$ cat src/design/rv_isa_pkg.sv
// ~~~~~~~~~~~~~~~~~~~~~~~~~~~~~~~~~~~~~~~~~~~~~~~~~~
// RV32I subset encodings and instruction field layouts
// no lui/auipc, no byte or halfword memory access
// ~~~~~~~~~~~~~~~~~~~~~~~~~~~~~~~~~~~~~~~~~~~~~~~~~~
package rv_isa_pkg;

    localparam int unsigned xlen       = 32;
    localparam int unsigned reg_addr_w = 5;
    localparam int unsigned dmem_words = 256;  // word addressed

    localparam logic [6:0] op_rtype  = 7'b0110011;
    localparam logic [6:0] op_itype  = 7'b0010011;
    localparam logic [6:0] op_load   = 7'b0000011;
    localparam logic [6:0] op_store  = 7'b0100011;
    localparam logic [6:0] op_branch = 7'b1100011;
    localparam logic [6:0] op_jal    = 7'b1101111;
    localparam logic [6:0] op_jalr   = 7'b1100111;
    localparam logic [6:0] op_system = 7'b1110011;

    // ecall halts only when a7 holds 10
    localparam logic [reg_addr_w-1:0] ecall_arg_reg = 5'd17;
    localparam logic [xlen-1:0]       halt_code     = 32'd10;

    typedef struct packed {
        logic [6:0]            funct7;
        logic [reg_addr_w-1:0] rs2;
        logic [reg_addr_w-1:0] rs1;
        logic [2:0]            funct3;
        logic [reg_addr_w-1:0] rd;
        logic [6:0]            opcode;
    } r_fmt_t;

    typedef struct packed {
        logic [11:0]           imm;
        logic [reg_addr_w-1:0] rs1;
        logic [2:0]            funct3;
        logic [reg_addr_w-1:0] rd;
        logic [6:0]            opcode;
    } i_fmt_t;

    typedef struct packed {
        logic [6:0]            imm_hi;
        logic [reg_addr_w-1:0] rs2;
        logic [reg_addr_w-1:0] rs1;
        logic [2:0]            funct3;
        logic [4:0]            imm_lo;
        logic [6:0]            opcode;
    } s_fmt_t;

    typedef struct packed {
        logic                  imm12;
        logic [5:0]            imm10_5;
        logic [reg_addr_w-1:0] rs2;
        logic [reg_addr_w-1:0] rs1;
        logic [2:0]            funct3;
        logic [3:0]            imm4_1;
        logic                  imm11;
        logic [6:0]            opcode;
    } b_fmt_t;

    typedef struct packed {
        logic                  imm20;
        logic [9:0]            imm10_1;
        logic                  imm11;
        logic [7:0]            imm19_12;
        logic [reg_addr_w-1:0] rd;
        logic [6:0]            opcode;
    } j_fmt_t;

    typedef union packed {
        r_fmt_t r;
        i_fmt_t i;
        s_fmt_t s;
        b_fmt_t b;
        j_fmt_t j;
    } inst_t;

endpackage
$ cat src/design/pipe_pkg.sv
// ~~~~~~~~~~~~~~~~~~~~~~~~~~~~~~~~~~~~~~~~~~~~~~~~~~
// control word and stage register layouts
// an all-zero ctrl_t is a bubble
// ~~~~~~~~~~~~~~~~~~~~~~~~~~~~~~~~~~~~~~~~~~~~~~~~~~
package pipe_pkg;

    typedef enum logic [3:0] {
        alu_add, alu_sub, alu_sll, alu_slt, alu_sltu,
        alu_xor, alu_srl, alu_sra, alu_or, alu_and
    } alu_op_t;

    typedef struct packed {
        logic    reg_write;
        logic    mem_read;
        logic    mem_write;
        logic    mem_to_reg;
        logic    alu_src;    // second operand is imm
        logic    branch;
        logic    is_jal;
        logic    is_jalr;
        logic    pc_to_reg;  // link write
        logic    halt;
        alu_op_t alu_op;
    } ctrl_t;

    typedef struct packed {
        rv_isa_pkg::inst_t               inst;
        logic [rv_isa_pkg::xlen-1:0]     pc;
    } if_id_t;

    typedef struct packed {
        ctrl_t                             ctrl;
        logic [rv_isa_pkg::xlen-1:0]       pc;
        logic [rv_isa_pkg::xlen-1:0]       rs1_data;
        logic [rv_isa_pkg::xlen-1:0]       rs2_data;
        logic [rv_isa_pkg::xlen-1:0]       imm;
        logic [rv_isa_pkg::reg_addr_w-1:0] rs1;
        logic [rv_isa_pkg::reg_addr_w-1:0] rs2;
        logic [rv_isa_pkg::reg_addr_w-1:0] rd;
        logic [2:0]                        funct3;
    } id_ex_t;

    typedef struct packed {
        ctrl_t                             ctrl;
        logic [rv_isa_pkg::xlen-1:0]       alu_out;
        logic [rv_isa_pkg::xlen-1:0]       store_data;
        logic [rv_isa_pkg::xlen-1:0]       link;
        logic [rv_isa_pkg::reg_addr_w-1:0] rd;
    } ex_mem_t;

    typedef struct packed {
        logic                              reg_write;
        logic [rv_isa_pkg::reg_addr_w-1:0] rd;
        logic [rv_isa_pkg::xlen-1:0]       result;
        logic                              halt;
    } mem_wb_t;

    typedef struct packed {
        logic                              valid;  // never set for x0
        logic [rv_isa_pkg::reg_addr_w-1:0] rd;
        logic [rv_isa_pkg::xlen-1:0]       data;
    } wb_t;

endpackage

$ cat src/design/execute_stage.sv
// ~~~~~~~~~~~~~~~~~~~~~~~~~~~~~~~~~~~~~~~~~~~~~~~~~~
// forwarding, ALU and branch resolution
// loads are never forwarded from ex/mem, decode stalls
// ~~~~~~~~~~~~~~~~~~~~~~~~~~~~~~~~~~~~~~~~~~~~~~~~~~
`timescale 1ns/1ns

module execute_stage (
    input  logic                        clk,
    input  logic                        reset,
    input  pipe_pkg::id_ex_t            id_ex,
    input  pipe_pkg::wb_t               wb,
    output pipe_pkg::ex_mem_t           ex_mem,
    output logic                        redirect,
    output logic [rv_isa_pkg::xlen-1:0] redirect_pc
);

    logic [rv_isa_pkg::xlen-1:0] mem_fwd;
    logic [rv_isa_pkg::xlen-1:0] src_a;
    logic [rv_isa_pkg::xlen-1:0] rs2_val;
    logic [rv_isa_pkg::xlen-1:0] src_b;
    logic [rv_isa_pkg::xlen-1:0] alu_out;
    logic                        take;

    assign mem_fwd = ex_mem.ctrl.pc_to_reg ? ex_mem.link : ex_mem.alu_out;

    // newest producer wins
    function automatic logic [rv_isa_pkg::xlen-1:0] pick(
        input logic [rv_isa_pkg::reg_addr_w-1:0] idx,
        input logic [rv_isa_pkg::xlen-1:0]       rdata
    );
        if (idx != '0 && ex_mem.ctrl.reg_write && ex_mem.rd == idx)
            return mem_fwd;
        if (wb.valid && wb.rd == idx)
            return wb.data;
        return rdata;
    endfunction

    always_comb begin
        src_a   = pick(id_ex.rs1, id_ex.rs1_data);
        rs2_val = pick(id_ex.rs2, id_ex.rs2_data);
    end

    assign src_b = id_ex.ctrl.alu_src ? id_ex.imm : rs2_val;

    always_comb begin
        case (id_ex.ctrl.alu_op)
            pipe_pkg::alu_sub:  alu_out = src_a - src_b;
            pipe_pkg::alu_sll:  alu_out = src_a << src_b[4:0];
            pipe_pkg::alu_slt:  alu_out = {31'd0, $signed(src_a) < $signed(src_b)};
            pipe_pkg::alu_sltu: alu_out = {31'd0, src_a < src_b};
            pipe_pkg::alu_xor:  alu_out = src_a ^ src_b;
            pipe_pkg::alu_srl:  alu_out = src_a >> src_b[4:0];
            pipe_pkg::alu_sra:  alu_out = $signed(src_a) >>> src_b[4:0];
            pipe_pkg::alu_or:   alu_out = src_a | src_b;
            pipe_pkg::alu_and:  alu_out = src_a & src_b;
            default:            alu_out = src_a + src_b;
        endcase
    end

    // branch condition by funct3
    always_comb begin
        case (id_ex.funct3)
            3'b000:  take = (src_a == rs2_val);
            3'b001:  take = (src_a != rs2_val);
            3'b100:  take = ($signed(src_a) < $signed(rs2_val));
            3'b101:  take = ($signed(src_a) >= $signed(rs2_val));
            3'b110:  take = (src_a < rs2_val);
            3'b111:  take = (src_a >= rs2_val);
            default: take = 1'b0;
        endcase
    end

    assign redirect    = (id_ex.ctrl.branch && take) || id_ex.ctrl.is_jal
                      || id_ex.ctrl.is_jalr;
    assign redirect_pc = id_ex.ctrl.is_jalr ? (alu_out & ~32'd1)
                                            : id_ex.pc + id_ex.imm;

    always_ff @(posedge clk) begin
        if (reset)
            ex_mem.ctrl <= '0;
        else
            ex_mem.ctrl <= id_ex.ctrl;
        ex_mem.alu_out    <= alu_out;
        ex_mem.store_data <= rs2_val;
        ex_mem.link       <= id_ex.pc + 32'd4;
        ex_mem.rd         <= id_ex.rd;
    end

endmodule

$ cat config.mk
export PLATFORM = sky130hd
export DESIGN_NAME = execute_stage
export DESIGN_NICKNAME = d
export VERILOG_FILES = /design/src/design/rv_isa_pkg.sv /design/src/design/pipe_pkg.sv /design/src/design/execute_stage.sv
export SDC_FILE = /design/constraint.sdc
export NUM_CORES = 1
export LEC_CHECK = 0
export ABC_AREA = 1
export ABC_CLOCK_PERIOD_IN_PS = 5400
export BUFFER_PORTS_ARGS = -buffer_cell sky130_fd_sc_hd__buf_2
export CAP_MARGIN = 25
export CORE_UTILIZATION = 59
export CTS_BUF_LIST = sky130_fd_sc_hd__clkbuf_8
export DETAILED_ROUTE_END_ITERATION = 10
export GPL_TIMING_DRIVEN = 0
export PLACE_DENSITY = 0.93
export SYNTH_ARGS = -nofsm -noshare
export SYNTH_HDL_FRONTEND = slang
export SYNTH_SLANG_ARGS = --single-unit
$ cat constraint.sdc
create_clock -name clk -period 5.4 [get_ports clk]
set_input_delay 0.27 -clock clk [delete_from_list [all_inputs] [get_ports clk]]
set_output_delay 0.27 -clock clk [all_outputs]
set_load 0.005 [all_outputs]
==> metrics.txt, run 1 <==
Yosys top cell area share=0.176; largest net degree at the start of global routing=21; ys async rst share=0; cell count after synthesis=between 3,000 and 4,000; number of synthesized register bits=approximately 120; clock sinks=about 120; Err=[ERROR GRT-0232] Routing congestion too high. Check the congestion heatmap in the GUI.; pre-CTS setup slack=-1130 ps; top cells by instance count after synthesis=nand2_1, inv_1, nand3_1, nor2_1, a21oi_1; worst ep type=output port; IO buf count=roughly 350; Die Wd=between 150 and 200 um; sequential area share after synthesis=0.130; count of different cell masters after synthesis=65; most numerous cell in the Yosys netlist=nand2_1; total nets after synthesis=between 3,000 and 4,000; mean post-synth cell area=just under 6 um2; status=stopped before the end; # IOs=348; Synth Cell Area=0.0177 mm2; GRT repair_timing worst endpoint=redirect_pc[31]; die extent in y=175 um; # rows=63; Synth area leader=nand2_1; root buffer cell=clkbuf_8; H-tree levels=4; Ys Warns=0; gp weighted congestion=roughly 1.2; total CTS buffers=17; Bufs on Longest Clock Path=2; Primary FF master, synth=dfxtp_1; Inst Count DP=approximately 3,800; Initial Util=0.598; final HPWL from detailed placement=just under 80,000 um; Last stage=global routing (5_1_grt); Post-synth EDFFs=0; gr ovfl total=11; top cells by area, synth=nand2_1, dfxtp_1, ha_1, nand3_1, inv_1; GRT Util Overall=0.727
[metal layers]
metal / track usage / GRT overflow
met2: 0.920 / 6
met1: 0.726 / 0
met4: 0.715 / 5
met3: 0.540 / 0
met5: 0.284 / 0
[kinds of logic after synthesis]
kind of cell             after synthesis  share of synthesized area
buffers and inverters                547                      0.127
XOR/XNOR                              67                     0.0332
multiplexers                           2                    0.00113
adder cells (fa/ha/maj)              163                      0.117
AND/OR/NAND/NOR                     1600                      0.403
flip-flops                           115                      0.130
AO/OA/AOI/OAI                        572                      0.189
[stage by stage]
step / TNS, ps / instance area (um2)
after floorplan: 0 / 17700
after global placement: -20200 / 19900
after detailed placement: -24940 / 19900
after CTS: 0 / 20900
[timing repair]
item	4_1_cts
resized for setup	160
setup buffers	11
endpoints found under the hold margin	8
hold buffers	8
pin swaps	15
setup endpoints to repair	49
==> run 2: changes to the inputs <==
--- a/config.mk
+++ b/config.mk
@@ -9,11 +9,10 @@
 export ABC_CLOCK_PERIOD_IN_PS = 5400
 export BUFFER_PORTS_ARGS = -buffer_cell sky130_fd_sc_hd__buf_2
 export CAP_MARGIN = 25
-export CORE_UTILIZATION = 59
-export CTS_BUF_LIST = sky130_fd_sc_hd__clkbuf_8
+export CORE_UTILIZATION = 40
 export DETAILED_ROUTE_END_ITERATION = 10
 export GPL_TIMING_DRIVEN = 0
-export PLACE_DENSITY = 0.93
+export PLACE_DENSITY_LB_ADDON = 0.15
 export SYNTH_ARGS = -nofsm -noshare
 export SYNTH_HDL_FRONTEND = slang
 export SYNTH_SLANG_ARGS = --single-unit
==> run 2 against run 1 <==
  * The run now ends clean
  * Area after synthesis unchanged
  * Synthesized cell count is the same
==> metrics.txt, run 2 <==
Crit path top cell by count=nand2_1; most numerous cell in the Yosys netlist=nand2_1; largest net degree at the start of global routing=21; Vias/cell=between 6 and 7; VDD IR max=approximately 0.25 mV; reg2reg end=ex_mem[69]; Worst Reg-to-Reg Cells=21; clock sinks=115 (unchanged); Final Hold Fails=0; Worst EP required=between 5000 and 6000 ps; area of the die=around 0.045 mm2; Power Dens Cells=between 200 and 250 mW/mm2; final HPWL from detailed placement=90,600 um (+17%); Synth Cell Area=0.0177 mm2 (unchanged); ys async rst share=0 (unchanged); ratio of cells with drive above 1 in the final layout=0.257; Top Registers=ex_mem (115); worst hold path type=primary input to flip-flop; FILL cells=~4,600; max reg flops=about 120; largest reg by FF count=ex_mem; Bufs on Longest Clock Path=2 (unchanged); WHS Path Cells=2; fin util=0.524; WS Path Type=flip-flop to output pin; Vias=between 20,000 and 30,000; CP max stage cell=o21ai_0; sequential area share after synthesis=0.130 (unchanged); top cells by area, synth=nand2_1, dfxtp_1, ha_1, nand3_1, inv_1; Ys Warns=0 (unchanged); Final Cycle Share=0.996; Yosys top cell area share=0.176 (unchanged); MaxCap Viol Count=0; Worst Skew=between 20 and 25 ps; DRC=0; gr ovfl total=0; Least-Margin Pin Slew=about 1200 ps; Die Wd=212 um (+21%); Post-synth EDFFs=0 (unchanged); most common cell after layout, fill and taps aside=nand2_1; # rows=76 (+21%); vias in the first global route=23,608; DR pass1 iterations=8; root buffer cell=clkbuf_16; Core Area=0.0434 mm2; mean post-synth cell area=5.77 um2 (unchanged); number of synthesized register bits=115 (unchanged); CP peak stage delay=~650 ps; most frequent cells in the layout=nand2_1, buf_2, inv_1, nand3_1, nor2_1; # IOs=348 (unchanged); RSZ-0062 raised after global routing=yes; post-layout min period=about 5400 ps; Worst Setup Start Kind=flip-flop; Fmax=0.186 GHz; die extent in y=212 um (+21%); Slew Limit Fails=0; total nets after synthesis=3,429 (unchanged); endpoints failing setup=0; crit-path max FO=10; total CTS buffers=17 (unchanged); crit path DAT=5110 ps; Synth area leader=nand2_1; GRT Util Overall=0.483; Initial Util=0.408 (-0.190); IO buf count=345 (unchanged); wire per inst=about 27 um; Static Leak=around 0.012 uW; top cells by instance count after synthesis=nand2_1, inv_1, nand3_1, nor2_1, a21oi_1; hold endpoint=ex_mem[103]; launching point of the worst reg2reg path=ex_mem[0]; H-tree levels=4 (unchanged); hold path startpoint=reset; Pwr Total=5250 uW; status=completed; R2R Setup Slk=between 400 and 500 ps; Max-Slew Margin vs Limit=0.193; first-pass GRT wire length=156,000 um; gp weighted congestion=1.18 (-2.9%); Crit. End Element=output pin; CTS tree=done; CP Launch Point=ex_mem[0]; Area Growth Syn to Fin=28.6%; cell count after synthesis=3,066 (unchanged); Primary FF master, synth=dfxtp_1; final wirelength=about 110,000 um; clk_lat worst skew=~480 ps; remaining antenna violation count=0; setup tns final=0 ps; initial DRC count=between 3,000 and 4,000; initial antenna violation count=10; final net count=approximately 3,900; count of different cell masters after synthesis=65 (unchanged); Reg clk slew, reported paths=around 70 ps; Critical Path, Cell by Cell=inv_1 > nand2_1 > nand2_1 > nor2_4 > nand4_4 > buf_8 > buf_6 > a31oi_1 > inv_1 > o21ai_0 > inv_1 > ha_1 > a221oi_1 > o211ai_1 > a21oi_1 > nand4_1 > nand2_1 > nand2_1 > buf_2
run 2: cell counts after synthesis:
Identical to the previous run, type by type.
run 2: logic make-up (layout without fill, tap and decap cells):
group,Yosys count,in the layout,share of synthesized area
other,0,3,0
muxes,2,2,0.00113
adders and majority gates,163,163,0.117
DFF,115,115,0.130
xor gates and xnor gates,67,67,0.0332
AOI/OAI and AO/OA,572,572,0.189
and+or+nand+nor,1600,1601,0.403
buffers and inverters,547,981,0.127
run 2: worst max path at each step:
| stage | to | depth (start not counted) |
|---|---|---|
| 5_1_grt | redirect_pc[31] | 32 |
| 3_5_place_dp | redirect_pc[24] | 30 |
| 3_3_place_gp | redirect_pc[24] | 31 |
| 4_1_cts | redirect_pc[29] | 28 |
| 6_report | redirect_pc[31] | 19 |
| 2_1_floorplan | redirect_pc[24] | 29 |
run 2: what timing repair did:
action | 4_1_cts | 5_1_grt
gates cloned | 0 | 4
setup buffers | 16 | 54
hold buffers | 9 | 0
setup endpoints to repair | 52 | 24
pin swaps | 16 | 57
gates resized for setup | 168 | 222
hold endpoints to repair | 9 | 0
run 2: cell type report:
type,count,area [um2],area share
tap,585,732,0.0322
inverter,412,1560,0.0687
antenna,3,7.51,0.000330
clock inverter,15,165,0.00726
clock buffer,17,425,0.0187
sequential,115,2310,0.102
buffer,109,746,0.0328
multi-input combinational,2405,14400,0.631
timing repair buffer,428,2440,0.107
run 2: routing by layer:
metal | wire length (um) | global-route usage
met2 | 46600 | 0.733
met3 | 13700 | 0.134
met5 | 88 | 0
met1 | 39700 | 0.560
met4 | 11800 | 0.419
run 2: worst max-delay path: cells and delay by family (launching register included):
family	cells	cell delay, ps
adder cells (fa/ha/maj)	1	460
AND/OR/NAND/NOR	7	1040
AO/OA/AOI/OAI	5	1850
flip-flops	1	370
buffers and inverters	6	900
run 2: where the power goes:
part	switching, uW	internal [uW]
sequential	74.8	946
clock	549	654
combinational	2050	980
total	2670	2580
run 2: metrics by stage:
| stage | area, um2 | worst slack, ps | hold WS, ps | instances |
|---|---|---|---|---|
| 2_1_floorplan | 17700 | 1100 | 298 | 3066 |
| 3_3_place_gp | 20100 | -1630 | 373 | 3996 |
| 3_5_place_dp | 20200 | -1380 | 374 | 3998 |
| 4_1_cts | 21400 | 4.91 | 0.308 | 4040 |
| 5_1_grt | 22700 | -93.6 | 14.0 | 4086 |
| 6_report | 22700 | 18.9 | 9.46 | 4089 |
Power figures use the tool's default switching activity.
