### config.mk
export PLATFORM = sky130hd
export DESIGN_NAME = decode_stage
export DESIGN_NICKNAME = d
export VERILOG_FILES = /design/src/design/rv_isa_pkg.sv /design/src/design/pipe_pkg.sv /design/src/design/decode_stage.sv
export SDC_FILE = /design/constraint.sdc
export NUM_CORES = 2
export LEC_CHECK = 0
export BUFFER_PORTS_ARGS = -buffer_cell sky130_fd_sc_hd__buf_2
export CORE_UTILIZATION = 61
export CTS_CLUSTER_DIAMETER = 120
export DETAILED_ROUTE_END_ITERATION = 10
export PLACE_DENSITY = 0.79
export SLEW_MARGIN = 0
export SYNTH_ARGS = -nofsm -noshare
export SYNTH_HDL_FRONTEND = slang
export SYNTH_SLANG_ARGS = --single-unit
### constraint.sdc
create_clock -name clk -period 4.4 [get_ports clk]
set_input_delay 0.66 -clock clk [delete_from_list [all_inputs] [get_ports clk]]
set_output_delay 0.66 -clock clk [all_outputs]
set_load 0.02 [all_outputs]
### src/design/rv_isa_pkg.sv
// ~~~~~~~~~~~~~~~~~~~~~~~~~~~~~~~~~~~~~~~~~~~~~~~~~~
// RV32I subset encodings and instruction field layouts
// no lui/auipc, no byte or halfword memory access
// ~~~~~~~~~~~~~~~~~~~~~~~~~~~~~~~~~~~~~~~~~~~~~~~~~~
package rv_isa_pkg;

    localparam int unsigned xlen       = 32;
    localparam int unsigned reg_addr_w = 5;
    localparam int unsigned dmem_words = 256;  // word addressed

    localparam logic [6:0] op_rtype  = 7'b0110011;
    localparam logic [6:0] op_itype  = 7'b0010011;
    localparam logic [6:0] op_load   = 7'b0000011;
    localparam logic [6:0] op_store  = 7'b0100011;
    localparam logic [6:0] op_branch = 7'b1100011;
    localparam logic [6:0] op_jal    = 7'b1101111;
    localparam logic [6:0] op_jalr   = 7'b1100111;
    localparam logic [6:0] op_system = 7'b1110011;

    // ecall halts only when a7 holds 10
    localparam logic [reg_addr_w-1:0] ecall_arg_reg = 5'd17;
    localparam logic [xlen-1:0]       halt_code     = 32'd10;

    typedef struct packed {
        logic [6:0]            funct7;
        logic [reg_addr_w-1:0] rs2;
        logic [reg_addr_w-1:0] rs1;
        logic [2:0]            funct3;
        logic [reg_addr_w-1:0] rd;
        logic [6:0]            opcode;
    } r_fmt_t;

    typedef struct packed {
        logic [11:0]           imm;
        logic [reg_addr_w-1:0] rs1;
        logic [2:0]            funct3;
        logic [reg_addr_w-1:0] rd;
        logic [6:0]            opcode;
    } i_fmt_t;

    typedef struct packed {
        logic [6:0]            imm_hi;
        logic [reg_addr_w-1:0] rs2;
        logic [reg_addr_w-1:0] rs1;
        logic [2:0]            funct3;
        logic [4:0]            imm_lo;
        logic [6:0]            opcode;
    } s_fmt_t;

    typedef struct packed {
        logic                  imm12;
        logic [5:0]            imm10_5;
        logic [reg_addr_w-1:0] rs2;
        logic [reg_addr_w-1:0] rs1;
        logic [2:0]            funct3;
        logic [3:0]            imm4_1;
        logic                  imm11;
        logic [6:0]            opcode;
    } b_fmt_t;

    typedef struct packed {
        logic                  imm20;
        logic [9:0]            imm10_1;
        logic                  imm11;
        logic [7:0]            imm19_12;
        logic [reg_addr_w-1:0] rd;
        logic [6:0]            opcode;
    } j_fmt_t;

    typedef union packed {
        r_fmt_t r;
        i_fmt_t i;
        s_fmt_t s;
        b_fmt_t b;
        j_fmt_t j;
    } inst_t;

endpackage
### src/design/pipe_pkg.sv
// ~~~~~~~~~~~~~~~~~~~~~~~~~~~~~~~~~~~~~~~~~~~~~~~~~~
// control word and stage register layouts
// an all-zero ctrl_t is a bubble
// ~~~~~~~~~~~~~~~~~~~~~~~~~~~~~~~~~~~~~~~~~~~~~~~~~~
package pipe_pkg;

    typedef enum logic [3:0] {
        alu_add, alu_sub, alu_sll, alu_slt, alu_sltu,
        alu_xor, alu_srl, alu_sra, alu_or, alu_and
    } alu_op_t;

    typedef struct packed {
        logic    reg_write;
        logic    mem_read;
        logic    mem_write;
        logic    mem_to_reg;
        logic    alu_src;    // second operand is imm
        logic    branch;
        logic    is_jal;
        logic    is_jalr;
        logic    pc_to_reg;  // link write
        logic    halt;
        alu_op_t alu_op;
    } ctrl_t;

    typedef struct packed {
        rv_isa_pkg::inst_t               inst;
        logic [rv_isa_pkg::xlen-1:0]     pc;
    } if_id_t;

    typedef struct packed {
        ctrl_t                             ctrl;
        logic [rv_isa_pkg::xlen-1:0]       pc;
        logic [rv_isa_pkg::xlen-1:0]       rs1_data;
        logic [rv_isa_pkg::xlen-1:0]       rs2_data;
        logic [rv_isa_pkg::xlen-1:0]       imm;
        logic [rv_isa_pkg::reg_addr_w-1:0] rs1;
        logic [rv_isa_pkg::reg_addr_w-1:0] rs2;
        logic [rv_isa_pkg::reg_addr_w-1:0] rd;
        logic [2:0]                        funct3;
    } id_ex_t;

    typedef struct packed {
        ctrl_t                             ctrl;
        logic [rv_isa_pkg::xlen-1:0]       alu_out;
        logic [rv_isa_pkg::xlen-1:0]       store_data;
        logic [rv_isa_pkg::xlen-1:0]       link;
        logic [rv_isa_pkg::reg_addr_w-1:0] rd;
    } ex_mem_t;

    typedef struct packed {
        logic                              reg_write;
        logic [rv_isa_pkg::reg_addr_w-1:0] rd;
        logic [rv_isa_pkg::xlen-1:0]       result;
        logic                              halt;
    } mem_wb_t;

    typedef struct packed {
        logic                              valid;  // never set for x0
        logic [rv_isa_pkg::reg_addr_w-1:0] rd;
        logic [rv_isa_pkg::xlen-1:0]       data;
    } wb_t;

endpackage

### src/design/decode_stage.sv
// ~~~~~~~~~~~~~~~~~~~~~~~~~~~~~~~~~~~~~~~~~~~~~~~~~~
// control decode, immediates and register file
// write-back data passes through to same-cycle reads
// ~~~~~~~~~~~~~~~~~~~~~~~~~~~~~~~~~~~~~~~~~~~~~~~~~~
`timescale 1ns/1ns

module decode_stage (
    input  logic                              clk,
    input  logic                              reset,
    input  pipe_pkg::if_id_t                  if_id,
    input  logic                              redirect,
    input  pipe_pkg::wb_t                     wb,
    input  logic [rv_isa_pkg::reg_addr_w-1:0] ex_rd,
    input  logic                              ex_mem_read,
    input  logic                              ex_reg_write,
    input  logic [rv_isa_pkg::reg_addr_w-1:0] mem_rd,
    input  logic                              mem_reg_write,
    output logic                              stall,
    output pipe_pkg::id_ex_t                  id_ex
);

    rv_isa_pkg::inst_t                 inst;
    logic [6:0]                        opcode;
    logic                              is_ecall;
    logic [rv_isa_pkg::reg_addr_w-1:0] rs1_idx;
    logic [rv_isa_pkg::reg_addr_w-1:0] rs2_idx;
    logic [rv_isa_pkg::xlen-1:0]       rs1_data;
    logic [rv_isa_pkg::xlen-1:0]       rs2_data;
    logic [rv_isa_pkg::xlen-1:0]       imm;
    logic [rv_isa_pkg::xlen-1:0]       regs [32];
    pipe_pkg::alu_op_t                 alu_fn;
    pipe_pkg::ctrl_t                   ctrl;
    logic                              uses_rs1;
    logic                              uses_rs2;
    logic                              load_use;
    logic                              a7_busy;

    assign inst     = if_id.inst;
    assign opcode   = inst.r.opcode;
    assign is_ecall = (opcode == rv_isa_pkg::op_system);
    assign rs1_idx  = is_ecall ? rv_isa_pkg::ecall_arg_reg : inst.r.rs1;
    assign rs2_idx  = inst.r.rs2;

    // register file, x0 is hardwired
    always_ff @(posedge clk) begin
        if (wb.valid)
            regs[wb.rd] <= wb.data;
    end

    always_comb begin
        if (rs1_idx == '0)                         rs1_data = '0;
        else if (wb.valid && wb.rd == rs1_idx)     rs1_data = wb.data;
        else                                       rs1_data = regs[rs1_idx];
        if (rs2_idx == '0)                         rs2_data = '0;
        else if (wb.valid && wb.rd == rs2_idx)     rs2_data = wb.data;
        else                                       rs2_data = regs[rs2_idx];
    end

    // same word, read per format
    always_comb begin
        case (opcode)
            rv_isa_pkg::op_store:
                imm = {{20{inst.s.imm_hi[6]}}, inst.s.imm_hi, inst.s.imm_lo};
            rv_isa_pkg::op_branch:
                imm = {{19{inst.b.imm12}}, inst.b.imm12, inst.b.imm11,
                       inst.b.imm10_5, inst.b.imm4_1, 1'b0};
            rv_isa_pkg::op_jal:
                imm = {{11{inst.j.imm20}}, inst.j.imm20, inst.j.imm19_12,
                       inst.j.imm11, inst.j.imm10_1, 1'b0};
            default:
                imm = {{20{inst.i.imm[11]}}, inst.i.imm};
        endcase
    end

    always_comb begin
        case (inst.r.funct3)
            3'd0:    alu_fn = (opcode == rv_isa_pkg::op_rtype && inst.r.funct7[5])
                              ? pipe_pkg::alu_sub : pipe_pkg::alu_add;
            3'd1:    alu_fn = pipe_pkg::alu_sll;
            3'd2:    alu_fn = pipe_pkg::alu_slt;
            3'd3:    alu_fn = pipe_pkg::alu_sltu;
            3'd4:    alu_fn = pipe_pkg::alu_xor;
            3'd5:    alu_fn = inst.r.funct7[5] ? pipe_pkg::alu_sra : pipe_pkg::alu_srl;
            3'd6:    alu_fn = pipe_pkg::alu_or;
            default: alu_fn = pipe_pkg::alu_and;
        endcase
    end

    always_comb begin
        ctrl = '0;
        case (opcode)
            rv_isa_pkg::op_rtype: begin
                ctrl.reg_write = 1'b1;
                ctrl.alu_op    = alu_fn;
            end
            rv_isa_pkg::op_itype: begin
                ctrl.reg_write = 1'b1;
                ctrl.alu_src   = 1'b1;
                ctrl.alu_op    = alu_fn;
            end
            rv_isa_pkg::op_load: begin
                ctrl.reg_write  = 1'b1;
                ctrl.mem_read   = 1'b1;
                ctrl.mem_to_reg = 1'b1;
                ctrl.alu_src    = 1'b1;
            end
            rv_isa_pkg::op_store: begin
                ctrl.mem_write = 1'b1;
                ctrl.alu_src   = 1'b1;
            end
            rv_isa_pkg::op_branch: ctrl.branch = 1'b1;
            rv_isa_pkg::op_jal: begin
                ctrl.reg_write = 1'b1;
                ctrl.is_jal    = 1'b1;
                ctrl.pc_to_reg = 1'b1;
            end
            rv_isa_pkg::op_jalr: begin
                ctrl.reg_write = 1'b1;
                ctrl.is_jalr   = 1'b1;
                ctrl.pc_to_reg = 1'b1;
                ctrl.alu_src   = 1'b1;  // rs1 + imm
            end
            rv_isa_pkg::op_system: ctrl.halt = (rs1_data == rv_isa_pkg::halt_code);
            default: ;
        endcase
    end

    // hazards against the instructions in execute and memory
    assign uses_rs1 = (opcode != rv_isa_pkg::op_jal);
    assign uses_rs2 = (opcode == rv_isa_pkg::op_rtype) || (opcode == rv_isa_pkg::op_store)
                   || (opcode == rv_isa_pkg::op_branch);
    assign load_use = ex_mem_read && ex_rd != '0
                   && ((uses_rs1 && ex_rd == rs1_idx) || (uses_rs2 && ex_rd == rs2_idx));
    assign a7_busy  = is_ecall
                   && ((ex_reg_write && ex_rd == rv_isa_pkg::ecall_arg_reg)
                    || (mem_reg_write && mem_rd == rv_isa_pkg::ecall_arg_reg));
    assign stall    = load_use || a7_busy;

    always_ff @(posedge clk) begin
        if (reset || redirect || stall)
            id_ex.ctrl <= '0;  // bubble
        else
            id_ex.ctrl <= ctrl;
        id_ex.pc       <= if_id.pc;
        id_ex.rs1_data <= rs1_data;
        id_ex.rs2_data <= rs2_data;
        id_ex.imm      <= imm;
        id_ex.rs1      <= rs1_idx;
        id_ex.rs2      <= rs2_idx;
        id_ex.rd       <= inst.r.rd;
        id_ex.funct3   <= inst.r.funct3;
    end

endmodule

==> summary.txt <==
Clocking
  – Cell at the root of the clock tree: sky130_fd_sc_hd__clkbuf_16
  – Number of clock sinks seen by CTS: between 1000 and 1500
  – Number of buffers inserted to repair setup after CTS: 0
  – Total of cells resized after clock tree synthesis: 0
  – CTS hold repair buffers: 22
  – Clock buffer count from CTS: between 100 and 150
  – Bufs on Longest Clock Path: 3
  – Deepest level of the CTS H-tree: 3
  – Clock-pin slew on the worst setup and hold paths: 0.06 ns
  – Clock tree from TritonCTS: yes
  – Insertion delay of the later-clocked pin in the worst-skew pair: ~0.76 ns

Setup path
  – Capturing element type of the critical path: flip-flop
  – Kind of cell with the highest combined delay on the critical path: simple AND/OR/NAND/NOR gates
  – Arr. time, crit path: approximately 4.8 ns
  – Standard cell with the maximum stage delay on the critical path: sky130_fd_sc_hd__a211oi_1
  – CP Capture Point: id_ex[150]$_SDFF_PP0_
  – Required time of the critical path: 5.06 ns
  – Setup slack on the worst flop-to-flop path: 0.93 ns
  – Delay of the slowest cell on the worst path: 0.99 ns
  – CP startpoint kind: input port
  – CP Class: input port to flip-flop
  – Crit path from: if_id[38]
  – Number of cells on the critical path: 14
  – Reg-to-reg endpoint: id_ex[150]$_SDFF_PP0_
  – Reg-to-reg startpoint: regs[11][8]$_DFFE_PP_
  – Cell mode on critical path: sky130_fd_sc_hd__buf_4
  – Cell-by-cell trace of the critical path: buf_2 > buf_4 > and3_1 > buf_12 > nand2_2 > buf_12 > nand2_1 > a211oi_1 > o41ai_1 > buf_4 > nor3_1 > nand4b_1 > buf_4 > nor4_2
  – Total buffers and inverters traversed by the critical path: 6
  – Depth of the worst register-to-register path: 10
  – Critical-path maximum fanout: 27

STA
  – Actual slew at the worst max-slew pin: between 1 and 1.5 ns
  – Worst slew slack as a fraction of its limit: 0.1699
  – Final critical-path required period: between 4 and 5 ns
  – Final worst-path cycle share: 0.9377
  – RSZ-0062 raised after global routing: no
  – Final setup vio count: 0
  – Post-Route Skew: around 0.047 ns
  – Final hold violations: 0
  – Max Clk Rate: approximately 240 MHz
  – Pins over their slew limit: 0

Synth
  – Number of flops mapped to enable cells by yosys: a little over 1000
  – Netlist area before placement: about 53000 um2
  – Yosys reg bits: between 1000 and 1500
  – Portion of synthesized cell area occupied by the leading cell type: 0.5809
  – Area contributors post-synth: sky130_fd_sc_hd__edfxtp_1 (58%), sky130_fd_sc_hd__mux4_2 (13%), sky130_fd_sc_hd__dfxtp_1 (5.6%), sky130_fd_sc_hd__mux2i_1 (3.6%), sky130_fd_sc_hd__mux2_2 (2.4%)
  – Most instantiated flip-flop cell in the synthesis netlist: sky130_fd_sc_hd__edfxtp_1
  – Cell type with the largest total area after synthesis: sky130_fd_sc_hd__edfxtp_1
  – Seq/Total Area, Yosys: 0.6369
  – Average cell area after synthesis: approximately 16 um2
  – Distinct cell type count of the synthesized netlist: 90
  – Post-synthesis async set-or-reset flop share: 0
  – Number of instances in the synthesized netlist: between 3000 and 4000
  – Post-synthesis net count: 3455
  – YS warnings: 0

Global route
  – Vias in the first global route: ~38000
  – Pin count of the biggest net entering global routing: 67
  – Overflow left after global routing: 0
  – Initial antenna violation count: 11
  – Total Routing Usage GR: 0.4930
  – Global-route wire length before repair: between 200000 and 300000 um

Placement
  – Number of cells after detailed placement: ~4800
  – Buffers on Ports: around 280
  – Detailed placement HPWL: about 130000 um
  – DP Area: roughly 57000 um2
  – Routability cong.: roughly 1.0

Power and ir drop
  – Leakage power total: ~21 nW
  – Largest vdd supply drop: just under 400 uV
  – Power density of the placed cells: 414.2 nW/um2
  – Overall power after layout: about 0.026 W

Finish
  – Proportion of layout cells with a drive suffix above 1: 0.3219
  – Finished Core Util: 0.7205
  – Design area: ~62000 um2
  – Multi-input gate area: 18080 um2
  – Fillers: 5344
  – Layout area overhead: 16.45%
  – Number of non-filler instances in the completed layout: between 5000 and 6000
  – Most frequent standard cell in the layout excluding fill and tap cells: sky130_fd_sc_hd__edfxtp_1
  – Register Area: between 30000 and 40000 um2
  – Total number of nets in the final design: approximately 3900
  – Most frequent cells in the layout: sky130_fd_sc_hd__edfxtp_1 (1024), sky130_fd_sc_hd__mux4_2 (294), sky130_fd_sc_hd__buf_2 (270)

Routing
  – Number of iterations in the first detailed-routing pass: 9
  – Post-DRT Antenna Nets: 0
  – Starting DRC count in detailed routing: ~7400
  – Via-to-Cell Ratio: 7.965
  – Detailed-route wire length: approximately 220000 um
  – Wire length per cell: roughly 43 um
  – Residual DRC count: 0
  – Total via count after detailed routing: between 30000 and 40000

Die
  – Row count: between 100 and 150
  – Starting density of the core: 0.6187
  – Core Box Area: between 80000 and 90000 um2
  – I/O pin count: between 200 and 300
  – X dimension of the die: just under 300 um
  – Total Die Area: around 88000 um2
  – Die Y-Extent: 296.6 um

Status
  – Result of the run: finished clean

Flow run
  – Number of max-capacitance violations reported: 0

Hold path
  – Worst min-delay path category: input port to flip-flop
  – Hold wc startpoint: if_id[27]
==> synth_stat cells, types with 27 or more instances <==
cell and instances:
sky130_fd_sc_hd__mux2_2 113, sky130_fd_sc_hd__mux4_2 294, sky130_fd_sc_hd__o211ai_1 41, sky130_fd_sc_hd__o221ai_1 57, sky130_fd_sc_hd__dfxtp_1 148, sky130_fd_sc_hd__nand2b_1 27, sky130_fd_sc_hd__nand3_1 29, sky130_fd_sc_hd__a211oi_1 80
sky130_fd_sc_hd__a21oi_1 117, sky130_fd_sc_hd__clkbuf_1 118, sky130_fd_sc_hd__nor2b_1 28, sky130_fd_sc_hd__buf_4 34, sky130_fd_sc_hd__buf_1 46, sky130_fd_sc_hd__o22ai_1 91, sky130_fd_sc_hd__buf_2 82, sky130_fd_sc_hd__edfxtp_1 1024
sky130_fd_sc_hd__nand2_1 135, sky130_fd_sc_hd__o21ai_0 112, sky130_fd_sc_hd__mux2i_1 191, sky130_fd_sc_hd__nor2_1 131, sky130_fd_sc_hd__a221oi_1 86
==> area by class of cell <==
type                       count  area share
tap                         1144     0.02322
clock buffer                 158     0.05298
multi-input combinational   1856      0.2933
sequential                  1172      0.5469
clock inverter                63     0.01112
timing repair buffer         586     0.07074
inverter                      20    0.001279
antenna                       11   0.0004466
==> flip-flops by register name, indices dropped and copies added (netlist names) <==
name   count
id_ex    148
regs    1024
==> worst reg2reg max path: stages (launching register included) <==
cell,delay (ns)
sky130_fd_sc_hd__edfxtp_1,0.56
sky130_fd_sc_hd__nand4_1,0.14
sky130_fd_sc_hd__o21ai_0,0.31
sky130_fd_sc_hd__o311ai_0,0.47
sky130_fd_sc_hd__o311ai_0,0.21
sky130_fd_sc_hd__nor4_1,0.57
sky130_fd_sc_hd__a21oi_1,0.22
sky130_fd_sc_hd__nor3_1,0.36
sky130_fd_sc_hd__nand4b_1,0.15
sky130_fd_sc_hd__buf_4,0.17
sky130_fd_sc_hd__nor4_2,0.24
==> cell families after synthesis <==
| group | Yosys count | share of synthesized area |
|---|---|---|
| flops | 1172 | 0.6369 |
| compound gates | 778 | 0.1050 |
| mux | 598 | 0.1853 |
| simple gates | 466 | 0.04295 |
| buf+inv | 309 | 0.02754 |
| xor+xnor | 14 | 0.002317 |
==> metal layers <==
metal  GRT usage  part of all wire  up-vias  routed length, um
li1            -                 -    14680                  -
met1      0.6278              0.32    19680              69890
met5           0           0.00024        -                 52
met2      0.6967              0.42     4485              91730
met3      0.1999              0.17     1056              36740
met4      0.3294             0.082        8              17640
==> where the power goes <==
group / switching, W / internal (W)
registers: 0.000103 / 0.0123
clock network: 0.00448 / 0.00577
logic: 0.00185 / 0.00100
total: 0.00644 / 0.0191
==> through the flow <==
step	setup slack, ns	setup TNS (ns)	hold WS (ns)
after floorplan	1.096	0	0.6404
after global placement	-0.2668	-0.2668	0.7617
after detailed placement	-0.1699	-0.1699	0.7636
after CTS	0.5784	0	0.0004327
after global routing	0.4230	0	0.001360
final	0.2739	0	0.004731
==> worst min-delay path by stage <==
| stage | to | slack [ns] | cells after the start |
|---|---|---|---|
| detailed placement | id_ex[118]$_DFF_P_ | 0.76 | 1 |
| global placement | id_ex[120]$_DFF_P_ | 0.76 | 1 |
| global route | id_ex[141]$_DFF_P_ | 0.001 | 1 |
| CTS | id_ex[121]$_DFF_P_ | 0.0004 | 1 |
| finish | id_ex[141]$_DFF_P_ | 0.005 | 1 |
| floorplan | id_ex[91]$_DFF_P_ | 0.64 | 4 |
Power figures use the tool's default switching activity.
