### src/design/rv_isa_pkg.sv
// ~~~~~~~~~~~~~~~~~~~~~~~~~~~~~~~~~~~~~~~~~~~~~~~~~~
// RV32I subset encodings and instruction field layouts
// no lui/auipc, no byte or halfword memory access
// ~~~~~~~~~~~~~~~~~~~~~~~~~~~~~~~~~~~~~~~~~~~~~~~~~~
package rv_isa_pkg;

    localparam int unsigned xlen       = 32;
    localparam int unsigned reg_addr_w = 5;
    localparam int unsigned dmem_words = 256;  // word addressed

    localparam logic [6:0] op_rtype  = 7'b0110011;
    localparam logic [6:0] op_itype  = 7'b0010011;
    localparam logic [6:0] op_load   = 7'b0000011;
    localparam logic [6:0] op_store  = 7'b0100011;
    localparam logic [6:0] op_branch = 7'b1100011;
    localparam logic [6:0] op_jal    = 7'b1101111;
    localparam logic [6:0] op_jalr   = 7'b1100111;
    localparam logic [6:0] op_system = 7'b1110011;

    // ecall halts only when a7 holds 10
    localparam logic [reg_addr_w-1:0] ecall_arg_reg = 5'd17;
    localparam logic [xlen-1:0]       halt_code     = 32'd10;

    typedef struct packed {
        logic [6:0]            funct7;
        logic [reg_addr_w-1:0] rs2;
        logic [reg_addr_w-1:0] rs1;
        logic [2:0]            funct3;
        logic [reg_addr_w-1:0] rd;
        logic [6:0]            opcode;
    } r_fmt_t;

    typedef struct packed {
        logic [11:0]           imm;
        logic [reg_addr_w-1:0] rs1;
        logic [2:0]            funct3;
        logic [reg_addr_w-1:0] rd;
        logic [6:0]            opcode;
    } i_fmt_t;

    typedef struct packed {
        logic [6:0]            imm_hi;
        logic [reg_addr_w-1:0] rs2;
        logic [reg_addr_w-1:0] rs1;
        logic [2:0]            funct3;
        logic [4:0]            imm_lo;
        logic [6:0]            opcode;
    } s_fmt_t;

    typedef struct packed {
        logic                  imm12;
        logic [5:0]            imm10_5;
        logic [reg_addr_w-1:0] rs2;
        logic [reg_addr_w-1:0] rs1;
        logic [2:0]            funct3;
        logic [3:0]            imm4_1;
        logic                  imm11;
        logic [6:0]            opcode;
    } b_fmt_t;

    typedef struct packed {
        logic                  imm20;
        logic [9:0]            imm10_1;
        logic                  imm11;
        logic [7:0]            imm19_12;
        logic [reg_addr_w-1:0] rd;
        logic [6:0]            opcode;
    } j_fmt_t;

    typedef union packed {
        r_fmt_t r;
        i_fmt_t i;
        s_fmt_t s;
        b_fmt_t b;
        j_fmt_t j;
    } inst_t;

endpackage
### src/design/pipe_pkg.sv
// ~~~~~~~~~~~~~~~~~~~~~~~~~~~~~~~~~~~~~~~~~~~~~~~~~~
// control word and stage register layouts
// an all-zero ctrl_t is a bubble
// ~~~~~~~~~~~~~~~~~~~~~~~~~~~~~~~~~~~~~~~~~~~~~~~~~~
package pipe_pkg;

    typedef enum logic [3:0] {
        alu_add, alu_sub, alu_sll, alu_slt, alu_sltu,
        alu_xor, alu_srl, alu_sra, alu_or, alu_and
    } alu_op_t;

    typedef struct packed {
        logic    reg_write;
        logic    mem_read;
        logic    mem_write;
        logic    mem_to_reg;
        logic    alu_src;    // second operand is imm
        logic    branch;
        logic    is_jal;
        logic    is_jalr;
        logic    pc_to_reg;  // link write
        logic    halt;
        alu_op_t alu_op;
    } ctrl_t;

    typedef struct packed {
        rv_isa_pkg::inst_t               inst;
        logic [rv_isa_pkg::xlen-1:0]     pc;
    } if_id_t;

    typedef struct packed {
        ctrl_t                             ctrl;
        logic [rv_isa_pkg::xlen-1:0]       pc;
        logic [rv_isa_pkg::xlen-1:0]       rs1_data;
        logic [rv_isa_pkg::xlen-1:0]       rs2_data;
        logic [rv_isa_pkg::xlen-1:0]       imm;
        logic [rv_isa_pkg::reg_addr_w-1:0] rs1;
        logic [rv_isa_pkg::reg_addr_w-1:0] rs2;
        logic [rv_isa_pkg::reg_addr_w-1:0] rd;
        logic [2:0]                        funct3;
    } id_ex_t;

    typedef struct packed {
        ctrl_t                             ctrl;
        logic [rv_isa_pkg::xlen-1:0]       alu_out;
        logic [rv_isa_pkg::xlen-1:0]       store_data;
        logic [rv_isa_pkg::xlen-1:0]       link;
        logic [rv_isa_pkg::reg_addr_w-1:0] rd;
    } ex_mem_t;

    typedef struct packed {
        logic                              reg_write;
        logic [rv_isa_pkg::reg_addr_w-1:0] rd;
        logic [rv_isa_pkg::xlen-1:0]       result;
        logic                              halt;
    } mem_wb_t;

    typedef struct packed {
        logic                              valid;  // never set for x0
        logic [rv_isa_pkg::reg_addr_w-1:0] rd;
        logic [rv_isa_pkg::xlen-1:0]       data;
    } wb_t;

endpackage

### src/design/fetch_stage.sv
// ~~~~~~~~~~~~~~~~~~~~~~~~~~~~~~~~~~~~~~~~~~~~~~~~~~
// pc and fetch/decode register, always predicts pc+4
// imem_data must be valid in the cycle of imem_addr
// ~~~~~~~~~~~~~~~~~~~~~~~~~~~~~~~~~~~~~~~~~~~~~~~~~~
`timescale 1ns/1ns

module fetch_stage (
    input  logic                        clk,
    input  logic                        reset,
    input  logic                        stall,
    input  logic                        redirect,
    input  logic [rv_isa_pkg::xlen-1:0] redirect_pc,
    input  logic [rv_isa_pkg::xlen-1:0] imem_data,
    output logic [rv_isa_pkg::xlen-1:0] imem_addr,
    output pipe_pkg::if_id_t            if_id
);

    logic [rv_isa_pkg::xlen-1:0] pc;

    assign imem_addr = pc;

    always_ff @(posedge clk) begin
        if (reset) begin
            pc    <= '0;
            if_id <= '0;  // zero word decodes as nop
        end else if (redirect) begin
            // redirect beats stall
            pc    <= redirect_pc;
            if_id <= '0;
        end else if (!stall) begin
            pc       <= pc + 32'd4;
            if_id.inst <= imem_data;
            if_id.pc   <= pc;
        end
    end

endmodule

### config.mk
export PLATFORM = sky130hd
export DESIGN_NAME = fetch_stage
export DESIGN_NICKNAME = d
export VERILOG_FILES = /design/src/design/rv_isa_pkg.sv /design/src/design/pipe_pkg.sv /design/src/design/fetch_stage.sv
export SDC_FILE = /design/constraint.sdc
export NUM_CORES = 1
export LEC_CHECK = 0
export BUFFER_PORTS_ARGS = -buffer_cell sky130_fd_sc_hd__buf_2
export CORE_ASPECT_RATIO = 0.9
export CORE_MARGIN = 5
export CORE_UTILIZATION = 41
export DETAILED_ROUTE_END_ITERATION = 12
export PLACE_DENSITY = 0.69
export SYNTH_ARGS = -nofsm -noshare
export SYNTH_HDL_FRONTEND = slang
export SYNTH_SLANG_ARGS = --single-unit
### constraint.sdc
create_clock -name clk -period 2.3 [get_ports clk]
set_input_delay 0.115 -clock clk [delete_from_list [all_inputs] [get_ports clk]]
set_output_delay 0.115 -clock clk [all_outputs]
set_load 0.02 [all_outputs]
==> out/qor.txt, run 1 <==
Die Y = 105 um
Peak VDD IR = 0.359 mV
Setup CP Type = reg -> reg
ANT cells = 0
flop-to-flop setup slack = 0.16 ns
drt via density = 5.17
fin crit period = 2.14 ns
Top Ports = 164
worst reg2reg path endpoint = imem_addr[22]
CTS sink count = 96
global-route wire length before repair = 19700 um
number of global-route vias before repair = 3954
Top cell by count, worst path = or4_1
Clock Skews = 0.00900 ns
Mapped Area = 4100 um^2
Mapped Cells = 443
top cell type by total area after synthesis = dfxtp_1
1st-iter DRT viols = 189
Startpoint Class = flip-flop
Avg Synthesized Cell Area = 9.26 um^2
Rel. slew slack = 0.520
synth top area cells = dfxtp_1 (47%), mux2i_1 (16%), nor2_1 (8.6%)
Critical Path Fanout Max = 13
sequential share of the synthesized area = 0.469
Req. time, crit path = 2.57 ns
Worst-Margin Slew = 0.719 ns
commonest cells after routing, fill and taps aside = buf_2 (162), dfxtp_1 (96), nor2_1 (94), mux2i_1 (66), dlygate4sd3_1 (24)
post-synth top area share = 0.469
clock root buffer = clkbuf_8
Syn. warnings = 0
Overall Power = 3.43 mW
final setup margin = 0.155 ns
Core Region = 9740 um^2
total grt overflow = 0
Unique masters post-synth = 40
Final Net Count = 693
register area = 1920 um^2
hold crit path type = in -> reg
Critical Path End Type = flip-flop
crit-path max cell delay = 0.63 ns
TritonCTS clock tree = built
WL final = 12100 um
initial antenna violation count = 1
Top delay family on crit path = simple AND/OR/NAND/NOR gates
Clock Tree Buf Depth = 2
total negative setup slack = 0 ns
final period utilization = 0.933
clock latency on the worst-skew pair = 0.35 ns
critical path buffer and inverter count = 1
FMAX = 466 MHz
area occupied by multi-input gates = 2040 um^2
most common cell after layout, fill and taps aside = buf_2
gr usage total = 0.202
routability congestion estimate = 0.828
critical path's slowest cell = or4_1
postcts setup bufs = 0
pin count of the biggest net entering global routing = 38
drt first pass iters = 4
H-tree level count = 3
number of synthesized register bits = 96
Vias = 3900
Reg2Reg Depth = 5
Final ANT Viol Nets = 0
endpoints failing setup = 0
RR Startpoint = imem_addr[7]
RSZ-0062 raised after global routing = no
cells along the critical path = nand4_2 -> buf_4 -> or4_1 -> or4_1 -> o211ai_1
status = finished clean
Setup Slack @ Placement = 0.163 ns
final core occ = 0.567
max_cap viols = 0
die footprint = 12100 um^2
detailed placement HPWL = 8690 um
Setup crit end = imem_addr[22]
worst path arrival time = 2.42 ns
Worst path depth = 5
total CTS buffers = 9
P per Cell Area = 622 nW/um^2
Clock Pin Slew Worst Setup and Hold Paths = 0.09 ns
Slew Limit Fails = 0
final hold slack = 0.00564 ns
Hold Vio Cnt, Final = 0
Die W = 115 um
residual DRC count = 0
leakage = 2.56 nW
crit path from = imem_addr[7]
layout cells sized above 1 = 0.316
area grow syn2layout = 34.8%
port buffer count = 163
std cell rows = 34
starting density of the core = 0.421
Wirelength per Cell = 16.0 um
net count after synthesis = 512
FILL cells = 874
[registers in the layout, summed over array words and instances (netlist names)]
name / flops
imem_addr: 32
if_id: 64
[worst min-delay path by stage]
stage	startpoint	slack, ns	cells past startpoint	endpoint
5_1_grt	imem_data[11]	0.008	3	if_id[43]
4_1_cts	imem_data[6]	0.003	3	if_id[38]
6_report	imem_data[14]	0.006	3	if_id[46]
3_5_place_dp	imem_data[15]	0.36	3	if_id[47]
3_3_place_gp	imem_data[27]	0.34	3	if_id[59]
2_1_floorplan	redirect_pc[3]	0.26	2	imem_addr[3]
[report_power, final]
group	internal (mW)	switching (mW)	leakage (nW)
logic	0.228	0.292	1.69
registers	1.73	0.0707	0.785
clock network	0.536	0.578	0.0928
[kinds of logic (layout without fill, tap and decap cells)]
kind of cell | Yosys count | after routing | synth area share
simple gates | 181 | 181 | 0.217
flops | 96 | 96 | 0.469
mux | 66 | 66 | 0.161
compound gates | 49 | 49 | 0.0870
buf+inv | 36 | 222 | 0.0336
xor+xnor | 14 | 14 | 0.0299
fa+ha+maj | 1 | 1 | 0.00305
[synth_stat cells]
cell and n:
a211oi_1 13, a21oi_1 8, a311oi_1 9, a31o_2 1
a31oi_1 2, and2_1 4, and3_1 5, and3b_1 1
and4_1 3, and4b_1 1, buf_1 10, buf_2 2
clkbuf_1 21, dfxtp_1 96, ha_1 1, inv_1 3
mux2i_1 66, nand2_1 17, nand2b_1 1, nand3_1 11
nand3b_1 3, nand4_1 7, nand4_2 1, nand4_4 1
nand4b_1 1, nor2_1 94, nor2b_1 1, nor3_1 7
nor3b_1 1, nor4_1 6, o211ai_1 4, o21ai_0 2
o221ai_1 2, o31ai_1 7, o41ai_1 1, or2_2 2
or3_1 3, or4_1 11, xnor2_1 11, xor2_1 3
[final cells by class]
| class | count | area share |
|---|---|---|
| Tap cell | 126 | 0.0285 |
| Multi-Input combinational cell | 311 | 0.370 |
| Timing Repair Buffer | 203 | 0.216 |
| Clock buffer | 12 | 0.0263 |
| Sequential cell | 96 | 0.348 |
| Inverter | 3 | 0.00204 |
| Clock inverter | 4 | 0.00974 |
[metal layers]
| metal | track usage | vias to the layer above | routed length (um) |
|---|---|---|---|
| li1 | - | 1932 | - |
| met1 | 0.253 | 1846 | 5190 |
| met2 | 0.340 | 103 | 5860 |
| met3 | 0.0457 | 17 | 800 |
| met4 | 0.0687 | 2 | 194 |
| met5 | 0 | - | 20 |
[per-stage QoR]
stage               instances  cell area, um^2
floorplan                 443             4100
global placement          715             5080
detailed placement        715             5080
CTS                       755             5520
global route              755             5530
finish                    755             5530
[worst reg2reg max path, cell delays in order (launching register included)]
cell and delay (ns):
dfxtp_1 0.44, nand4_2 0.16, buf_4 0.21, or4_1 0.63, or4_1 0.53, o211ai_1 0.10
[what timing repair did]
item	4_1_cts	5_1_grt
hold buffers	24	0
setup endpoints to repair	0	2
resized for setup	0	1
hold endpoints to repair	24	0
Power figures use the tool's default switching activity.
==> run 2: changes to the inputs <==
clock period = 1.99 ns   (was 2.3 ns; I/O delays follow)
==> run 2 against run 1 <==
Against the previous run:
- the run now ends with hold timing left
- critical endpoint unchanged
- clock power grew 11%
- clock skew increased by 0.0054 ns
- count of clock-buffer cells in the layout fell by 2
- via count up 4.0%
- die area stayed put
==> out/qor.txt, run 2 (synthesis results as in run 1) <==
Hold Vio Cnt, Final = 1
drt first pass iters = 4
area grow syn2layout = 43.2%
hold crit path type = in -> reg
worst path arrival time = 2.24 ns
Clock Tree Buf Depth = 2
worst reg2reg path endpoint = imem_addr[22]
H-tree level count = 3
ANT cells = 0
post-placement cell count = 732
Req. time, crit path = 2.28 ns
Top delay family on crit path = simple AND/OR/NAND/NOR gates
hold_sp = imem_data[4]
drt via density = 5.13
critical path's slowest cell = or4_4
routability congestion estimate = 0.788
Top Ports = 164
commonest cells after routing, fill and taps aside = buf_2 (162), nor2_1 (94), dfxtp_1 (82), mux2i_1 (66), dlygate4sd3_1 (42)
Min-Delay Endpoint = if_id[36]
Reg2Reg Depth = 5
Final ANT Viol Nets = 0
status = complete, but fails checks
failing checks = hold timing
area occupied by multi-input gates = 2060 um^2
max_cap viols = 0
Startpoint Class = flip-flop
Vias = 4056
design area = 5870 um^2
RR Startpoint = imem_addr[8]
TritonCTS clock tree = built
Wirelength per Cell = 16.1 um
die footprint = 12100 um^2
Die W = 115 um
detailed placement HPWL = 8840 um
clock latency on the worst-skew pair = 0.37 ns
Largest Register = if_id
leakage = 2.74 nW
pin count of the biggest net entering global routing = 38
initial antenna violation count = 0
Worst-Margin Slew = 0.475 ns
FMAX = 514 MHz
starting density of the core = 0.421
CTS sink count = 96
Area after DPL = 5250 um^2
cells along the critical path = nand4_2 -> buf_4 -> or4_4 -> or4_1 -> o211ai_1
total negative setup slack = 0 ns
endpoints failing setup = 0
fin crit period = 1.95 ns
total CTS buffers = 9
flop-to-flop setup slack = 0.04 ns
Peak VDD IR = 0.356 mV
worst hold stages = 3
total grt overflow = 0
final period utilization = 0.978
FILL cells = 858
Core Region = 9740 um^2
Die Y = 105 um
global-route wire length before repair = 20300 um
WL final = 12700 um
Rel. slew slack = 0.680
final core occ = 0.603
crit path from = imem_addr[8]
port buffer count = 163
critical path buffer and inverter count = 1
layout cells sized above 1 = 0.355
crit-path max cell delay = 0.58 ns
most common cell after layout, fill and taps aside = buf_2
RSZ-0062 raised after global routing = yes
Critical Path Fanout Max = 13
Critical Path End Type = flip-flop
gr usage total = 0.208
Clock Skews = 0.0144 ns
1st-iter DRT viols = 249
Clock Pin Slew Worst Setup and Hold Paths = 0.09 ns
register area = 1970 um^2
final hold slack = -0.000494 ns
std cell rows = 34
residual DRC count = 0
Final Net Count = 728
Slew Limit Fails = 0
P per Cell Area = 676 nW/um^2
fin cells = 790
number of global-route vias before repair = 4012
clock root buffer = clkbuf_8
Setup CP Type = reg -> reg
max FFs per register = 64
==> run 2: changes by cell type in the layout (fill, tap and decap cells not counted), moves of 2 or more <==
cell           change
dfxtp_2            +3
dfxtp_1           -14
dlygate4sd3_1     +18
inv_6              +2
buf_4             +18
or4_1              -3
or4_4              +3
dfxtp_4           +11
inv_8              +2
clkinvlp_4         -2
==> run 2: repair_timing <==
item / in CTS / in global routing
setup buffers: 0 / 0
resized for setup: 2 / 3
endpoints found under the hold margin: 41 / 1
hold buffers: 41 / 1
setup endpoints to repair: 3 / 2
==> run 2: tightest hold or removal path: cells and delay by family <==
kind / cells / cell delay (ns)
buf+inv: 1 / 0.08
mux: 1 / 0.06
simple gates: 1 / 0.09
==> run 2: report_power, final <==
part / total (mW) / switching, mW / internal [mW]
Clock: 1.23 / 0.744 / 0.486
Combinational: 0.681 / 0.371 / 0.310
Sequential: 2.06 / 0.0629 / 2.00
==> run 2: how the worst max path moves through the flow <==
stage,end,cells after the start
2_1_floorplan,imem_addr[28],5
3_3_place_gp,imem_addr[26],4
3_5_place_dp,imem_addr[28],4
4_1_cts,imem_addr[22],5
5_1_grt,imem_addr[26],5
6_report,imem_addr[22],5
==> run 2: cell type report <==
type / count / area share
clock buffers: 10 / 0.0217
clock inverters: 6 / 0.00980
inverters: 3 / 0.00192
multi-input cells: 311 / 0.352
flip-flops and latches: 96 / 0.335
well taps: 126 / 0.0268
repair buffers: 238 / 0.253
==> run 2: stage by stage <==
| step | hold WS, ns | setup slack (ns) | total power, mW |
|---|---|---|---|
| 2_1_floorplan | 0.234 | 0.00247 | 2.45 |
| 3_3_place_gp | 0.326 | 0.0181 | 2.70 |
| 3_5_place_dp | 0.339 | -0.0192 | 2.72 |
| 4_1_cts | 0.000235 | 0.0456 | 4.01 |
| 5_1_grt | 0.00868 | -0.00423 | 4.16 |
| 6_report | -0.000494 | 0.0436 | 3.97 |
==> run 2: metal layers <==
metal | global-route usage | wire length (um)
met1 | 0.258 | 5320
met5 | 0 | 0
met3 | 0.0549 | 868
met4 | 0.0738 | 348
met2 | 0.347 | 6200
==> run 3: changes to the inputs <==
CORE_UTILIZATION = 48   (was 41)
CTS_BUF_LIST = sky130_fd_sc_hd__clkbuf_4 sky130_fd_sc_hd__clkbuf_8 sky130_fd_sc_hd__clkbuf_16   (was not set)
PLACE_DENSITY = 0.79   (was 0.69)
==> run 3 against run 2 <==
Against the previous run:
- the flow now finishes without violations
- flip-flop and latch count is the same
- power increased by 4.8%
- sequential share of layout area down 0.14 points
- setup slack gained 0.0059 ns
- register-to-register slack is essentially flat
- clock skew shrank 0.0059 ns
- routed wire length fell by 3.3%
- non-clock buffer count fell by 4
- combinational power down 1%
- first-iteration DRC count down 45%
- largest cell class unchanged
==> out/qor.txt, run 3 (synthesis results as in run 1) <==
total CTS buffers = 9
TritonCTS clock tree = built
P per Cell Area = 706 nW/um^2
RSZ-0062 raised after global routing = yes
number of global-route vias before repair = 4188
Final Net Count = 724
std cell rows = 32
clock root buffer = clkbuf_8
final period utilization = 0.975
Setup CP Type = reg -> reg
Hold Vio Cnt, Final = 0
max FFs per register = 64
final setup margin = 0.0495 ns
port buffer count = 163
Worst-Margin Slew = 0.550 ns
ANT cells = 0
Setup crit end = imem_addr[22]
global-route wire length before repair = 19800 um
max_cap viols = 0
routability congestion estimate = 0.843
Clock Skews = 0.00847 ns
starting density of the core = 0.485
gr usage total = 0.233
most common cell after layout, fill and taps aside = buf_2
Final ANT Viol Nets = 0
Die Y = 97.7 um
Largest Register = if_id
Overall Power = 4.16 mW
Die W = 107 um
RR Startpoint = imem_addr[8]
hold crit path type = in -> reg
register area = 1970 um^2
endpoints failing setup = 0
Clock Tree Buf Depth = 2
drt via density = 5.19
Critical Path End Type = flip-flop
leakage = 2.74 nW
H-tree level count = 3
FILL cells = 685
fin crit period = 1.94 ns
Reg2Reg Depth = 5
die footprint = 10500 um^2
hold_sp = redirect_pc[27]
Wirelength per Cell = 15.8 um
layout cells sized above 1 = 0.359
1st-iter DRT viols = 136
Rel. slew slack = 0.630
worst reg2reg path endpoint = imem_addr[22]
commonest cells after routing, fill and taps aside = buf_2 (162), nor2_1 (94), dfxtp_1 (82), mux2i_1 (66), dlygate4sd3_1 (39)
Vias = 4044
initial antenna violation count = 2
Peak VDD IR = 0.416 mV
area grow syn2layout = 43.8%
Top Ports = 164
crit path from = imem_addr[8]
total grt overflow = 0
flop-to-flop setup slack = 0.05 ns
FMAX = 515 MHz
Clock Pin Slew Worst Setup and Hold Paths = 0.09 ns
worst path arrival time = 2.22 ns
Startpoint Class = flip-flop
WL final = 12300 um
CTS sink count = 96
pin count of the biggest net entering global routing = 52
detailed placement HPWL = 8560 um
Req. time, crit path = 2.27 ns
Core Region = 8450 um^2
Slew Limit Fails = 0
Critical Path Fanout Max = 8
status = finished clean
drt first pass iters = 4
residual DRC count = 0
clock latency on the worst-skew pair = 0.36 ns
Setup Slack @ Placement = -0.0112 ns
area occupied by multi-input gates = 2070 um^2
[run 3: changes by cell type in the layout (fill, tap and decap cells not counted), sizes merged]
cell,previous run,this run
buf,196,195
dlygate4sd3,42,39
inv,7,3
clkbuf,10,13
clkinvlp,0,1
clkinv,2,1
bufinv,0,1
[run 3: what timing repair did]
action / in CTS / in global routing
setup buffers: 0 / 1
pin swaps: 0 / 1
setup endpoints to repair: 3 / 5
hold endpoints to repair: 38 / 1
hold buffers: 38 / 1
resized for setup: 3 / 4
[run 3: final cells by class]
cell class | instances | share of cell area
Clock buffer | 13 | 0.0312
Clock inverter | 3 | 0.00785
Inverter | 3 | 0.00191
Multi-Input combinational cell | 311 | 0.352
Sequential cell | 96 | 0.334
Tap cell | 119 | 0.0253
Timing Repair Buffer | 234 | 0.249
[run 3: where the power goes]
group,internal [mW],switching (mW),total [mW]
clock network,0.743,0.686,1.43
logic,0.306,0.367,0.673
registers,2.00,0.0654,2.06
[run 3: worst min-delay path by stage]
| stage | depth (start not counted) | end | slack (ns) |
|---|---|---|---|
| global route | 3 | imem_addr[6] | 0.008 |
| CTS | 3 | imem_addr[27] | 0.002 |
| finish | 3 | imem_addr[27] | 0.007 |
| global placement | 3 | if_id[63] | 0.33 |
| floorplan | 2 | imem_addr[2] | 0.23 |
| detailed placement | 3 | imem_addr[3] | 0.33 |
[run 3: critical path, cell delays in order, from the launching register on]
cell      delay [ns]
dfxtp_4         0.36
nand4_2         0.14
buf_6           0.16
or4_4           0.57
or4_1           0.52
o211ai_1        0.11
[run 3: metal layers]
metal	part of all wire	up-vias	track usage
met5	0.0022	-	0
met1	0.40	1856	0.272
met2	0.50	158	0.404
met4	0.022	4	0.0903
met3	0.075	28	0.0618
li1	-	1998	-
[run 3: through the flow]
step                       util  instances  hold WS, ns  setup TNS (ns)  instance area, um^2
after floorplan               -        443        0.234               0                 4150
after global placement    0.620        723        0.328               0                 5230
after detailed placement  0.620        723        0.332         -0.0156                 5230
after CTS                 0.693        777      0.00182               0                 5860
after global routing      0.698        779      0.00812         -0.0329                 5900
final                     0.698        779      0.00685               0                 5900
